--- config.mk ---
export PLATFORM = sky130hd
export DESIGN_NAME = cw_route_top
export DESIGN_NICKNAME = d
export VERILOG_FILES = /design/src/logic/cw_route_pkg.sv /design/src/logic/cw_reg_file.sv /design/src/logic/cw_route_top.sv /design/src/logic/target_io_route.sv /design/src/logic/trigger_combine.sv
export SDC_FILE = /design/constraint.sdc
export NUM_CORES = 1
export LEC_CHECK = 0
export BUFFER_PORTS_ARGS = -buffer_cell sky130_fd_sc_hd__buf_2
export CORE_UTILIZATION = 40
export CTS_BUF_LIST = sky130_fd_sc_hd__clkbuf_8
export DETAILED_ROUTE_END_ITERATION = 8
export GPL_ROUTABILITY_DRIVEN = 0
export PLACE_DENSITY = 0.63
export SLEW_MARGIN = 0
export SYNTH_ARGS = -nofsm -noshare
export SYNTH_HDL_FRONTEND = slang
export SYNTH_HIERARCHICAL = 1
export SYNTH_SLANG_ARGS = --single-unit
--- constraint.sdc ---
create_clock -name clk -period 3.6 [get_ports clk]
set_input_delay 0.36 -clock clk [delete_from_list [all_inputs] [get_ports clk]]
set_output_delay 0.36 -clock clk [all_outputs]
set_load 0.01 [all_outputs]
--- src/logic/cw_route_pkg.sv ---
package cw_route_pkg;

	// register bus widths
	typedef logic [5:0]  reg_addr_t;   // register address
	typedef logic [7:0]  reg_byte_t;   // one data byte on the bus
	typedef logic [2:0]  byte_idx_t;   // byte index inside a multi-byte register
	typedef logic [15:0] reg_len_t;    // register length in bytes

	// configuration register images
	typedef logic [7:0]  trig_src_t;   // [7:6] combine mode, [5:0] source enables
	typedef logic [7:0]  trig_mod_t;   // [4] fpb out, [3] fpa out, [2:0] module
	typedef logic [63:0] ioroute_t;    // eight routing bytes
	typedef logic [7:0]  gpio_cfg_t;   // one routing byte for a single pin

	// fields inside the trigger registers
	typedef logic [1:0]  comb_mode_t;
	typedef logic [2:0]  trigmod_sel_t;

	localparam int TS_NUM_SRC  = 6;    // fpa, fpb, io1..io4
	localparam int TS_MODE_LSB = 6;    // combine mode sits above the enables
	localparam int TM_FPA      = 3;
	localparam int TM_FPB      = 4;

	localparam comb_mode_t COMB_OR  = 2'd0;
	localparam comb_mode_t COMB_AND = 2'd1;   // codes 2 and 3 give a constant 0

	localparam trigmod_sel_t TRIGMOD_EXT    = 3'd0;
	localparam trigmod_sel_t TRIGMOD_ADVIO  = 3'd1;
	localparam trigmod_sel_t TRIGMOD_ANAPAT = 3'd2;

	// bit positions inside a gpio routing byte
	localparam int IOR_TX    = 0;
	localparam int IOR_RX    = 1;
	localparam int IOR_USIO  = 2;
	localparam int IOR_USII  = 3;
	localparam int IOR_USOC  = 4;      // pin 3 only
	localparam int IOR_TXOC  = 5;      // pin 3 only
	localparam int IOR_LEVEL = 6;
	localparam int IOR_DRIVE = 7;

	// target io pins, and how many of them can carry usi
	localparam int TIO_PINS = 4;
	localparam int USI_PINS = 3;

	// byte 4 holds glitch bits that nothing here uses
	localparam int IOR_BYTE_EXTRA = 5;
	localparam int EXTRA_AVRPROG  = 0;
	localparam int EXTRA_PWROFF   = 1;

	localparam reg_addr_t DEF_ADDR_TRIGSRC = 6'd39;
	localparam reg_addr_t DEF_ADDR_TRIGMOD = 6'd40;
	localparam reg_addr_t DEF_ADDR_IOROUTE = 6'd55;

	localparam trig_src_t RST_TRIGSRC = 8'h01;    // OR mode, front panel A only
	localparam trig_mod_t RST_TRIGMOD = 8'h00;
	localparam ioroute_t  RST_IOROUTE = 64'h0000_0000_0000_0201;   // tx on gpio1, rx from gpio2

endpackage

--- src/logic/cw_reg_file.sv ---
`timescale 1ns/1ns

module cw_reg_file
	import cw_route_pkg::*;
#(
	parameter reg_addr_t ADDR_TRIGSRC  = DEF_ADDR_TRIGSRC,
	parameter reg_addr_t ADDR_TRIGMOD  = DEF_ADDR_TRIGMOD,
	parameter reg_addr_t ADDR_IOROUTE  = DEF_ADDR_IOROUTE,
	parameter reg_len_t  IOROUTE_BYTES = 16'd8
) (
	input  logic      clk,
	input  logic      reset,

	// register bus
	input  reg_addr_t reg_address_i,
	input  byte_idx_t reg_bytecnt_i,     // byte within the routing register
	input  reg_byte_t reg_datai_i,
	input  logic      reg_read_i,
	input  logic      reg_write_i,
	input  logic      reg_addrvalid_i,
	output reg_byte_t reg_datao_o,

	// length lookup, independent of the access address
	input  reg_addr_t reg_hypaddress_i,
	output reg_len_t  reg_hyplen_o,

	// configuration out to the routing blocks
	output trig_src_t trig_src_o,
	output trig_mod_t trig_mod_o,
	output ioroute_t  ioroute_o
);

	trig_src_t trig_src_q;
	trig_mod_t trig_mod_q;
	ioroute_t  ioroute_q;

	reg_byte_t rd_byte_q;       // byte captured on a read
	logic      rd_valid_q;      // previous address was one of ours
	logic      addr_known;
	logic [5:0] byte_lsb;       // bit offset of the selected routing byte

	assign byte_lsb = {reg_bytecnt_i, 3'b000};

	// address decode shared by the read valid flag
	always_comb begin
		addr_known = 1'b0;
		case (reg_address_i)
			ADDR_TRIGSRC: addr_known = 1'b1;
			ADDR_TRIGMOD: addr_known = 1'b1;
			ADDR_IOROUTE: addr_known = 1'b1;
			default:      addr_known = 1'b0;
		endcase
	end

	// configuration registers, one byte per write pulse
	always_ff @(posedge clk) begin
		if (reset) begin
			trig_src_q <= RST_TRIGSRC;
			trig_mod_q <= RST_TRIGMOD;
			ioroute_q  <= RST_IOROUTE;
		end else if (reg_write_i) begin
			case (reg_address_i)
				ADDR_TRIGSRC: trig_src_q <= reg_datai_i;
				ADDR_TRIGMOD: trig_mod_q <= reg_datai_i;
				ADDR_IOROUTE: ioroute_q[byte_lsb +: 8] <= reg_datai_i;  // only the addressed byte
				default: ;                                              // not ours, ignore
			endcase
		end
	end

	// read data, valid from the cycle after the read strobe
	always_ff @(posedge clk) begin
		if (reg_read_i) begin
			case (reg_address_i)
				ADDR_TRIGSRC: rd_byte_q <= trig_src_q;
				ADDR_TRIGMOD: rd_byte_q <= trig_mod_q;
				ADDR_IOROUTE: rd_byte_q <= ioroute_q[byte_lsb +: 8];
				default:      rd_byte_q <= '0;
			endcase
		end
	end

	always_ff @(posedge clk) begin
		if (reset) begin
			rd_valid_q <= 1'b0;
		end else begin
			rd_valid_q <= reg_addrvalid_i & addr_known;   // drops as soon as the master lets go
		end
	end

	// shared bus, so stay quiet unless the last address hit here
	assign reg_datao_o = rd_valid_q ? rd_byte_q : '0;

	// register length lookup
	always_comb begin
		case (reg_hypaddress_i)
			ADDR_TRIGSRC: reg_hyplen_o = reg_len_t'(1);
			ADDR_TRIGMOD: reg_hyplen_o = reg_len_t'(1);
			ADDR_IOROUTE: reg_hyplen_o = IOROUTE_BYTES;
			default:      reg_hyplen_o = '0;                // unknown address, no length
		endcase
	end

	assign trig_src_o = trig_src_q;
	assign trig_mod_o = trig_mod_q;
	assign ioroute_o  = ioroute_q;

endmodule

--- src/logic/cw_route_top.sv ---
`timescale 1ns/1ns

module cw_route_top
	import cw_route_pkg::*;
#(
	parameter reg_addr_t ADDR_TRIGSRC  = DEF_ADDR_TRIGSRC,
	parameter reg_addr_t ADDR_TRIGMOD  = DEF_ADDR_TRIGMOD,
	parameter reg_addr_t ADDR_IOROUTE  = DEF_ADDR_IOROUTE,
	parameter reg_len_t  IOROUTE_BYTES = 16'd8    // reported length of the routing register
) (
	input  logic                clk,
	input  logic                reset,

	// register bus
	input  reg_addr_t           reg_address_i,
	input  byte_idx_t           reg_bytecnt_i,
	input  reg_byte_t           reg_datai_i,
	input  logic                reg_read_i,
	input  logic                reg_write_i,
	input  logic                reg_addrvalid_i,
	output reg_byte_t           reg_datao_o,
	input  reg_addr_t           reg_hypaddress_i,
	output reg_len_t            reg_hyplen_o,

	// trigger lines
	input  logic                trigger_fpa_i,
	input  logic                trigger_fpb_i,
	input  logic [3:0]          trigger_io_i,
	input  logic                trigger_advio_i,
	input  logic                trigger_anapattern_i,
	output logic                trigger_o,
	output logic                trigger_ext_o,
	output logic                trigger_fpa_o,
	output logic                trigger_fpa_oe_o,
	output logic                trigger_fpb_o,
	output logic                trigger_fpb_oe_o,

	// target io
	input  logic [TIO_PINS-1:0] targetio_i,
	output logic [TIO_PINS-1:0] targetio_o,
	output logic [TIO_PINS-1:0] targetio_oe_o,
	input  logic                uart_tx_i,
	output logic                uart_rx_o,
	input  logic                usi_out_i,
	output logic                usi_in_o,
	output logic                enable_avrprog_o,
	output logic                targetpower_off_o
);

	// configuration from the register file
	trig_src_t trig_src;
	trig_mod_t trig_mod;
	ioroute_t  ioroute;

	cw_reg_file #(
		.ADDR_TRIGSRC  (ADDR_TRIGSRC),
		.ADDR_TRIGMOD  (ADDR_TRIGMOD),
		.ADDR_IOROUTE  (ADDR_IOROUTE),
		.IOROUTE_BYTES (IOROUTE_BYTES)
	) i_cw_reg_file (
		.clk              (clk),
		.reset            (reset),
		.reg_address_i    (reg_address_i),
		.reg_bytecnt_i    (reg_bytecnt_i),
		.reg_datai_i      (reg_datai_i),
		.reg_read_i       (reg_read_i),
		.reg_write_i      (reg_write_i),
		.reg_addrvalid_i  (reg_addrvalid_i),
		.reg_datao_o      (reg_datao_o),
		.reg_hypaddress_i (reg_hypaddress_i),
		.reg_hyplen_o     (reg_hyplen_o),
		.trig_src_o       (trig_src),
		.trig_mod_o       (trig_mod),
		.ioroute_o        (ioroute)
	);

	// trigger path, registered inside
	trigger_combine i_trigger_combine (
		.clk                  (clk),
		.reset                (reset),
		.trig_src_i           (trig_src),
		.trig_mod_i           (trig_mod),
		.trigger_fpa_i        (trigger_fpa_i),
		.trigger_fpb_i        (trigger_fpb_i),
		.trigger_io_i         (trigger_io_i),
		.trigger_advio_i      (trigger_advio_i),
		.trigger_anapattern_i (trigger_anapattern_i),
		.trigger_o            (trigger_o),
		.trigger_ext_o        (trigger_ext_o),
		.trigger_fpa_o        (trigger_fpa_o),
		.trigger_fpa_oe_o     (trigger_fpa_oe_o),
		.trigger_fpb_o        (trigger_fpb_o),
		.trigger_fpb_oe_o     (trigger_fpb_oe_o)
	);

	// pin routing, purely combinational
	target_io_route i_target_io_route (
		.ioroute_i         (ioroute),
		.targetio_i        (targetio_i),
		.targetio_o        (targetio_o),
		.targetio_oe_o     (targetio_oe_o),
		.uart_tx_i         (uart_tx_i),
		.uart_rx_o         (uart_rx_o),
		.usi_out_i         (usi_out_i),
		.usi_in_o          (usi_in_o),
		.enable_avrprog_o  (enable_avrprog_o),
		.targetpower_off_o (targetpower_off_o)
	);

endmodule

--- src/logic/target_io_route.sv ---
`timescale 1ns/1ns

module target_io_route
	import cw_route_pkg::*;
(
	input  ioroute_t            ioroute_i,

	// target io pins, split into in, out and enable
	input  logic [TIO_PINS-1:0] targetio_i,
	output logic [TIO_PINS-1:0] targetio_o,
	output logic [TIO_PINS-1:0] targetio_oe_o,

	input  logic                uart_tx_i,
	output logic                uart_rx_o,

	input  logic                usi_out_i,
	output logic                usi_in_o,

	output logic                enable_avrprog_o,
	output logic                targetpower_off_o   // 1 switches target power off
);

	gpio_cfg_t pin_cfg [TIO_PINS];   // routing byte per pin
	gpio_cfg_t extra_cfg;

	// bytes 0..3 map onto pins 1..4
	for (genvar g = 0; g < TIO_PINS; g++) begin : g_cfg
		assign pin_cfg[g] = ioroute_i[g*8 +: 8];
	end

	assign extra_cfg = ioroute_i[IOR_BYTE_EXTRA*8 +: 8];

	// drive side, first match wins per pin
	always_comb begin
		for (int i = 0; i < TIO_PINS; i++) begin
			targetio_o[i]    = 1'b0;
			targetio_oe_o[i] = 1'b0;                       // released by default
			if (pin_cfg[i][IOR_TX]) begin
				targetio_o[i]    = uart_tx_i;
				targetio_oe_o[i] = 1'b1;
			end else if (i < USI_PINS && pin_cfg[i][IOR_USIO]) begin
				targetio_o[i]    = usi_out_i;
				targetio_oe_o[i] = 1'b1;
			end else if (i == 2 && pin_cfg[i][IOR_USOC]) begin
				targetio_oe_o[i] = ~usi_out_i;             // open collector, pull low only
			end else if (i == 2 && pin_cfg[i][IOR_TXOC]) begin
				targetio_oe_o[i] = ~uart_tx_i;
			end else if (pin_cfg[i][IOR_DRIVE]) begin
				targetio_o[i]    = pin_cfg[i][IOR_LEVEL];  // static level
				targetio_oe_o[i] = 1'b1;
			end
		end
	end

	// receive side, walk down so the lowest pin is the one left standing
	always_comb begin
		uart_rx_o = 1'b1;                                  // uart idle when nothing routed
		for (int i = TIO_PINS - 1; i >= 0; i--) begin
			if (pin_cfg[i][IOR_RX]) begin
				uart_rx_o = targetio_i[i];
			end
		end
	end

	always_comb begin
		usi_in_o = 1'b1;
		for (int i = USI_PINS - 1; i >= 0; i--) begin     // usi input only on pins 1..3
			if (pin_cfg[i][IOR_USII]) begin
				usi_in_o = targetio_i[i];
			end
		end
	end

	// extra byte, straight through
	assign enable_avrprog_o  = extra_cfg[EXTRA_AVRPROG];
	assign targetpower_off_o = extra_cfg[EXTRA_PWROFF];

endmodule

--- src/logic/trigger_combine.sv ---
`timescale 1ns/1ns

module trigger_combine
	import cw_route_pkg::*;
(
	input  logic      clk,
	input  logic      reset,

	input  trig_src_t trig_src_i,
	input  trig_mod_t trig_mod_i,

	// external trigger lines
	input  logic       trigger_fpa_i,      // front panel A, sampled directly
	input  logic       trigger_fpb_i,
	input  logic [3:0] trigger_io_i,       // rear target io lines 1..4

	// other trigger modules
	input  logic      trigger_advio_i,
	input  logic      trigger_anapattern_i,

	output logic      trigger_o,           // to the capture system
	output logic      trigger_ext_o,       // combined external trigger only

	// front panel echo
	output logic      trigger_fpa_o,
	output logic      trigger_fpa_oe_o,
	output logic      trigger_fpb_o,
	output logic      trigger_fpb_oe_o
);

	logic [TS_NUM_SRC-1:0] src;          // all external lines, same order as the enables
	logic [TS_NUM_SRC-1:0] src_en;
	comb_mode_t            comb_mode;
	trigmod_sel_t          mod_sel;

	logic trig_or;
	logic trig_and;
	logic trig_ext;
	logic trig_sel;

	assign src       = {trigger_io_i, trigger_fpb_i, trigger_fpa_i};
	assign src_en    = trig_src_i[TS_NUM_SRC-1:0];
	assign comb_mode = trig_src_i[TS_MODE_LSB +: 2];
	assign mod_sel   = trig_mod_i[2:0];

	assign trig_or  = |(src & src_en);
	assign trig_and = &(src | ~src_en);   // a disabled line never blocks, so none enabled gives 1

	always_comb begin
		case (comb_mode)
			COMB_OR:  trig_ext = trig_or;
			COMB_AND: trig_ext = trig_and;
			default:  trig_ext = 1'b0;
		endcase
	end

	// which module feeds the capture trigger
	always_comb begin
		case (mod_sel)
			TRIGMOD_EXT:    trig_sel = trig_ext;
			TRIGMOD_ADVIO:  trig_sel = trigger_advio_i;
			TRIGMOD_ANAPAT: trig_sel = trigger_anapattern_i;
			default:        trig_sel = 1'b0;    // unused module codes
		endcase
	end

	// one cycle of latency on both trigger outputs
	always_ff @(posedge clk) begin
		if (reset) begin
			trigger_o     <= 1'b0;
			trigger_ext_o <= 1'b0;
		end else begin
			trigger_o     <= trig_sel;
			trigger_ext_o <= trig_ext;
		end
	end

	// echo of the registered trigger, each panel enabled by its own bit
	assign trigger_fpa_o    = trigger_o;
	assign trigger_fpa_oe_o = trig_mod_i[TM_FPA];
	assign trigger_fpb_o    = trigger_o;
	assign trigger_fpb_oe_o = trig_mod_i[TM_FPB];

endmodule

**Word level (Yosys, flattened, before mapping)**

Cells that the tools add are included.

- Register bits: 91
- Input port bits: 42
- Output and inout bits: 42
- Logic and storage cells: 75

- Add/subtract/negate cells: 1
- Eq/ne operators: 9
- Shift operators: 3
- Muxes and demuxes: 40
- Bitwise operators: 6
- Reductions and logical operators: 9

Operators by type and width:

| operator | count |
|---|---|
| bitwise mux 64 bit | 1 |
| variable shift 8 x 8 -> 64 bit, first input constant | 1 |
| variable part select 64 x 7 -> 8 bit | 1 |
| variable part select 8 x 8 -> 64 bit | 1 |
| == test 6 bit, second input constant | 6 |
| two-way mux 1 bit | 34 |
| one-hot mux 8 bit (3 select lines) | 1 |
| two-way mux 8 bit | 1 |
| negator 6 -> 8 bit | 1 |
| one-hot mux 4 bit (2 select lines) | 1 |
| AND 6 bit | 1 |
| inverter 6 bit | 1 |
| OR 6 bit | 1 |
| AND reduction 2 bit | 3 |
| AND reduction 6 bit | 1 |
| OR reduction 6 bit | 1 |
| == test 3 x 1 -> 1 bit, second input constant | 1 |
| == test 3 x 2 -> 1 bit, second input constant | 1 |
| zero test 3 bit | 1 |
| one-hot mux 1 bit (3 select lines) | 1 |
| OR reduction 3 bit | 1 |
| == test 2 x 1 -> 1 bit, second input constant | 1 |
| zero test 2 bit | 1 |
| inverter 1 bit | 2 |
| other kinds (3) | 3 |

**Longest topological paths before layout**

- Depth in word-level cells: 5
- Gate-level depth with buffers: 10
- Mapped depth without buffers: 7

**Cells and area by module**

Netlist, hierarchy kept.

Modules (own cells, without submodules):

| module | instances | cells an instance | area an instance (um^2) |
|---|---|---|---|
| cw_reg_file | 1 | 430 | 4468.0 |
| target_io_route | 1 | 34 | 211.5 |
| trigger_combine | 1 | 29 | 209.0 |

**Worst setup path before layout**

OpenSTA, ideal clock, no wires.

- Path type: input -> register
- From: in reg_bytecnt_i[1]
- To: reg i_cw_reg_file.ioroute_q[0], in the netlist i_cw_reg_file/ioroute_o[0]
- Setup time: 0.120 ns
- Data arrival time: 2.630 ns
- Data required time: 3.480 ns
- Slack: 0.851 ns
- Stages: 9
- Path buffers: 3
- Cells stage by stage: buf_6 > buf_2 > inv_1 > ha_1 > ha_1 > or4b_1 > or4_1 > buf_6 > a211o_1

- Cells in the longest elaborated chain, start to end: 3
- Elaborated cells between the ends (all ways): 4
- Classes of those cells: 1 x add/sub; 2 x shift; 1 x mux

RTL lines:

| item | RTL line | source |
|---|---|---|
| from (decl) | cw_route_top.sv:16 | `input byte_idx_t reg_bytecnt_i,` |
| negator 6 -> 8 bit * | cw_reg_file.sv:65 | `ADDR_IOROUTE: ioroute_q[byte_lsb +: 8] <= reg_datai_i;` |
| variable part select 8 x 8 -> 64 bit / variable shift 8 x 8 -> 64 bit (equally long branches) | cw_reg_file.sv:65 |  |
| bitwise mux 64 bit * | cw_reg_file.sv:65 |  |
| to (signal, indexed assignment) | cw_reg_file.sv:65 |  |
| to (decl) | cw_reg_file.sv:35 | `ioroute_t ioroute_q;` |

Mark *: on every way between the ends. The rest lies on a longest branch, timed or not.
A chain may end at the register's enable or synchronous reset.

**Final worst setup path**

- From: in reg_bytecnt_i[2]
- To: reg i_cw_reg_file.ioroute_q[0], in the netlist i_cw_reg_file/ioroute_o[0]

Same word-level chain as after synthesis.

==> flow_summary.toml <==
[global_routing]
grt_overflow = 0
first_global_vias = 3612
grt_usage_pct = 19.5
antenna_found_initial = 0
grt_pass1_wl_microns = 19300
grt_max_degree = 49

[synth]
ys_warn_count = 6
avgSynthCellArea_sq_um = 9.92
synthArstFlopShare_pct = 0
netlist_area_sq_um = 4890
synth_top_flop_cell = "dfxtp_1"
synth_cell_types = 52
synth_seq_cells = 91
syn_inst = 493
synth_seq_area_share_pct = 38.9
synth_edf_count = 8

[route]
routed_wl_microns = 11900
drc_errors = 0
vias = 3733
antenna_left = 0
viasPerCell = 5.32
wl_per_cell_microns = 16.9
drt_iter0_drc = 154
dr.pass1.iters = 4

[clocking]
cts.sinks = 91
cts_resized = 0
cts-buffers-inserted = 9
clk_pin_slew_ns = 0.09
htreeDepth = 3
ctsHoldBuffers = 0
cts-root-buf = "clkbuf_8"
clk_latency_ns = 0.35
clock_path_buffers = 2
cts_setup_buffers = 0
cts_tree = "built"

[hold_path]
hp-class = "input pin to flop"
holdPathStages = 3
hold_end = "i_cw_reg_file/rd_valid_q"
min_from = "reg_addrvalid_i"

[worst_setup_path]
critPathCaptureType = "flop"
worst-path-buf-inv = 2
timing.rr.end = "i_cw_reg_file/rd_byte_q[0]"
worstReg2RegStart = "i_cw_reg_file/ioroute_o[16]"
crit_type = "input pin to flop"
critPathRequiredTime_ns = 3.85
cp_slowest_cell = "or4_1"
cp.arrival_ns = 2.73
cpLargestDelayFamily = "simple AND/OR/NAND/NOR gates"
r2r_slack_ns = 2.02
worst_setup_path_start_kind = "input pin"
path_cells = "buf_2 -> inv_2 -> ha_1 -> or4b_1 -> or4_1 -> a211o_1"
path_max_fanout = 11
r2r_cells = 4
max_stage_delay_ns = 0.70

[sta]
setup_tns_ns = 0
tightest_slew_ns = 0.896
finalCriticalPeriod_ns = 2.48
period_share_pct = 68.8
slew_headroom_pct = 40.2
setup_viol = 0
finClkSkew_ns = 0.00661
rsz0062_at_grt = "no"
drv_slew = 0
finalHoldViolCount = 0
hold_ws_ns = 0.231
fmax_ghz = 0.404

[floorplanning]
die_x_microns = 113
initial_core_util_pct = 40.9
core_sq_um = 12000
ioPinCount = 84
rows = 40
die_h_microns = 113
dieArea_sq_um = 12700

[final_layout]
seqCellArea_sq_um = 1900
drive_above_1_share_pct = 20.7
synthToLayoutAreaGrowth_pct = 12.1
multi_input_area_sq_um = 2730
nFillCells = 1163
diodes = 0
final_nets = 598

[place]
port_buffers = 69
dp_hpwl_microns = 8740

[flow_run]
cap_violations = 0

[power]
p_per_area_nw_per_um2 = 361
power.leakage_nw = 2.22
ir_drop_mv = 0.195

[outcome]
outcome = "finished clean"
layer usage:
| metal | wire [microns] | share of wire (%) | GRT usage [%] | up-vias |
|---|---|---|---|---|
| met5 | 0 | 0 | 0 | - |
| li1 | - | - | - | 1838 |
| met3 | 568 | 4.8 | 3.29 | 8 |
| met2 | 5490 | 46 | 32.4 | 127 |
| met1 | 5700 | 48 | 26.7 | 1760 |
| met4 | 112 | 0.94 | 4.27 | 0 |
per-stage QoR:
stage	util (%)	instances	area, sq um	setup WS (ns)	total power [W]
floorplan	-	506	4940	0.851	0.00117
global placement	43.9	686	5260	0.786	0.00122
detailed placement	43.9	686	5260	0.739	0.00122
CTS	45.8	702	5480	1.13	0.00199
global route	45.8	702	5480	1.02	0.00205
finish	45.8	702	5480	1.12	0.00198
cells in the final DEF, fill, tap and decap left out, types with 3 or more instances in the layout:
cell type,count
a21o_1,8
a21oi_1,13
a22oi_1,3
a311oi_1,8
and2_1,32
and3_1,3
buf_2,69
buf_4,6
clkbuf_8,9
conb_1,14
dfxtp_1,83
edfxtp_1,8
ha_1,6
inv_1,11
mux2i_1,72
mux4_1,7
mux4_2,9
nand2_1,34
nand2b_1,3
nand3_1,8
nand3b_1,4
nand4_1,5
nand4b_1,3
nor2_1,85
nor3b_1,3
nor4_4,7
o21ai_0,4
power by group:
group	internal, W	switching (W)	total [W]
combinational	0.0000570	0.000112	0.000169
sequential	0.00103	0.00000258	0.00103
clock	0.000397	0.000381	0.000778
total	0.00148	0.000495	0.00198
cells by family (layout without fill, tap and decap cells):
kind of cell | count (synthesis) | in the layout | share of synthesized area [%]
flip-flops | 91 | 91 | 38.9
buffers and inverters | 55 | 104 | 6.25
AND/OR/NAND/NOR | 204 | 204 | 23.4
multiplexers | 88 | 88 | 22.7
adder cells (fa/ha/maj) | 6 | 6 | 1.54
other | 1 | 14 | 0.0767
AO/OA/AOI/OAI | 48 | 48 | 7.14
state kept, by name, summed over array words and instances, names as in the netlist:
| register | flops |
|---|---|
| i_cw_reg_file/ioroute_o | 64 |
| i_cw_reg_file/trig_src_o | 8 |
| i_cw_reg_file/trig_mod_o | 8 |
| i_cw_reg_file/rd_byte_q | 8 |
| i_trigger_combine/trigger_fpa_o | 1 |
| i_cw_reg_file/rd_valid_q | 1 |
| i_trigger_combine/trigger_ext_o | 1 |
synth_stat cells, types with 2 or more instances:
cell	count	area [sq um]
nor2_1	85	319
dfxtp_1	83	1660
mux2i_1	72	721
nand2_1	34	128
and2_1	32	200
buf_4	20	150
a21oi_1	13	65.1
clkbuf_1	13	48.8
inv_1	11	41.3
mux4_2	9	203
a21o_1	8	60.1
a311oi_1	8	70.1
edfxtp_1	8	240
nand3_1	8	40.0
buf_2	7	35.0
mux4_1	7	184
nor4_4	7	149
ha_1	6	75.1
nand4_1	5	31.3
nand3b_1	4	30.0
o21ai_0	4	20.0
a22oi_1	3	22.5
and3_1	3	18.8
nand2b_1	3	18.8
nand4b_1	3	26.3
nor3b_1	3	22.5
a211o_1	2	17.5
and4b_1	2	20.0
buf_6	2	22.5
inv_2	2	7.51
nand4bb_1	2	22.5
nor4b_1	2	17.5
o22ai_1	2	12.5
or3_1	2	12.5
how the worst max path moves through the flow:
stage / start / to / slack, ns / cells past startpoint
finish: reg_bytecnt_i[2] / i_cw_reg_file/ioroute_o[0] / 1.12 / 6
global route: reg_bytecnt_i[2] / i_cw_reg_file/ioroute_o[0] / 1.02 / 6
CTS: reg_bytecnt_i[2] / i_cw_reg_file/ioroute_o[0] / 1.13 / 6
detailed placement: reg_bytecnt_i[2] / i_cw_reg_file/ioroute_o[0] / 0.74 / 6
global placement: reg_bytecnt_i[2] / i_cw_reg_file/ioroute_o[0] / 0.79 / 6
floorplan: reg_bytecnt_i[1] / i_cw_reg_file/ioroute_o[0] / 0.85 / 9
cell type report:
cell class                      count  share of cell area (%)
Multi-Input combinational cell    360                    49.8
Clock inverter                      7                    1.83
Clock buffer                        9                    2.26
Timing Repair Buffer               75                    7.12
Sequential cell                    91                    34.7
Tap cell                          147                    3.36
Inverter                           13                   0.891
worst register-to-register path, cell delays in order (launching register included):
cell and delay, ns:
dfxtp_1 0.37, mux4_1 0.56, nand2_1 0.10, a311oi_1 0.12
a21o_1 0.19
(Power assumes the default switching activity.)
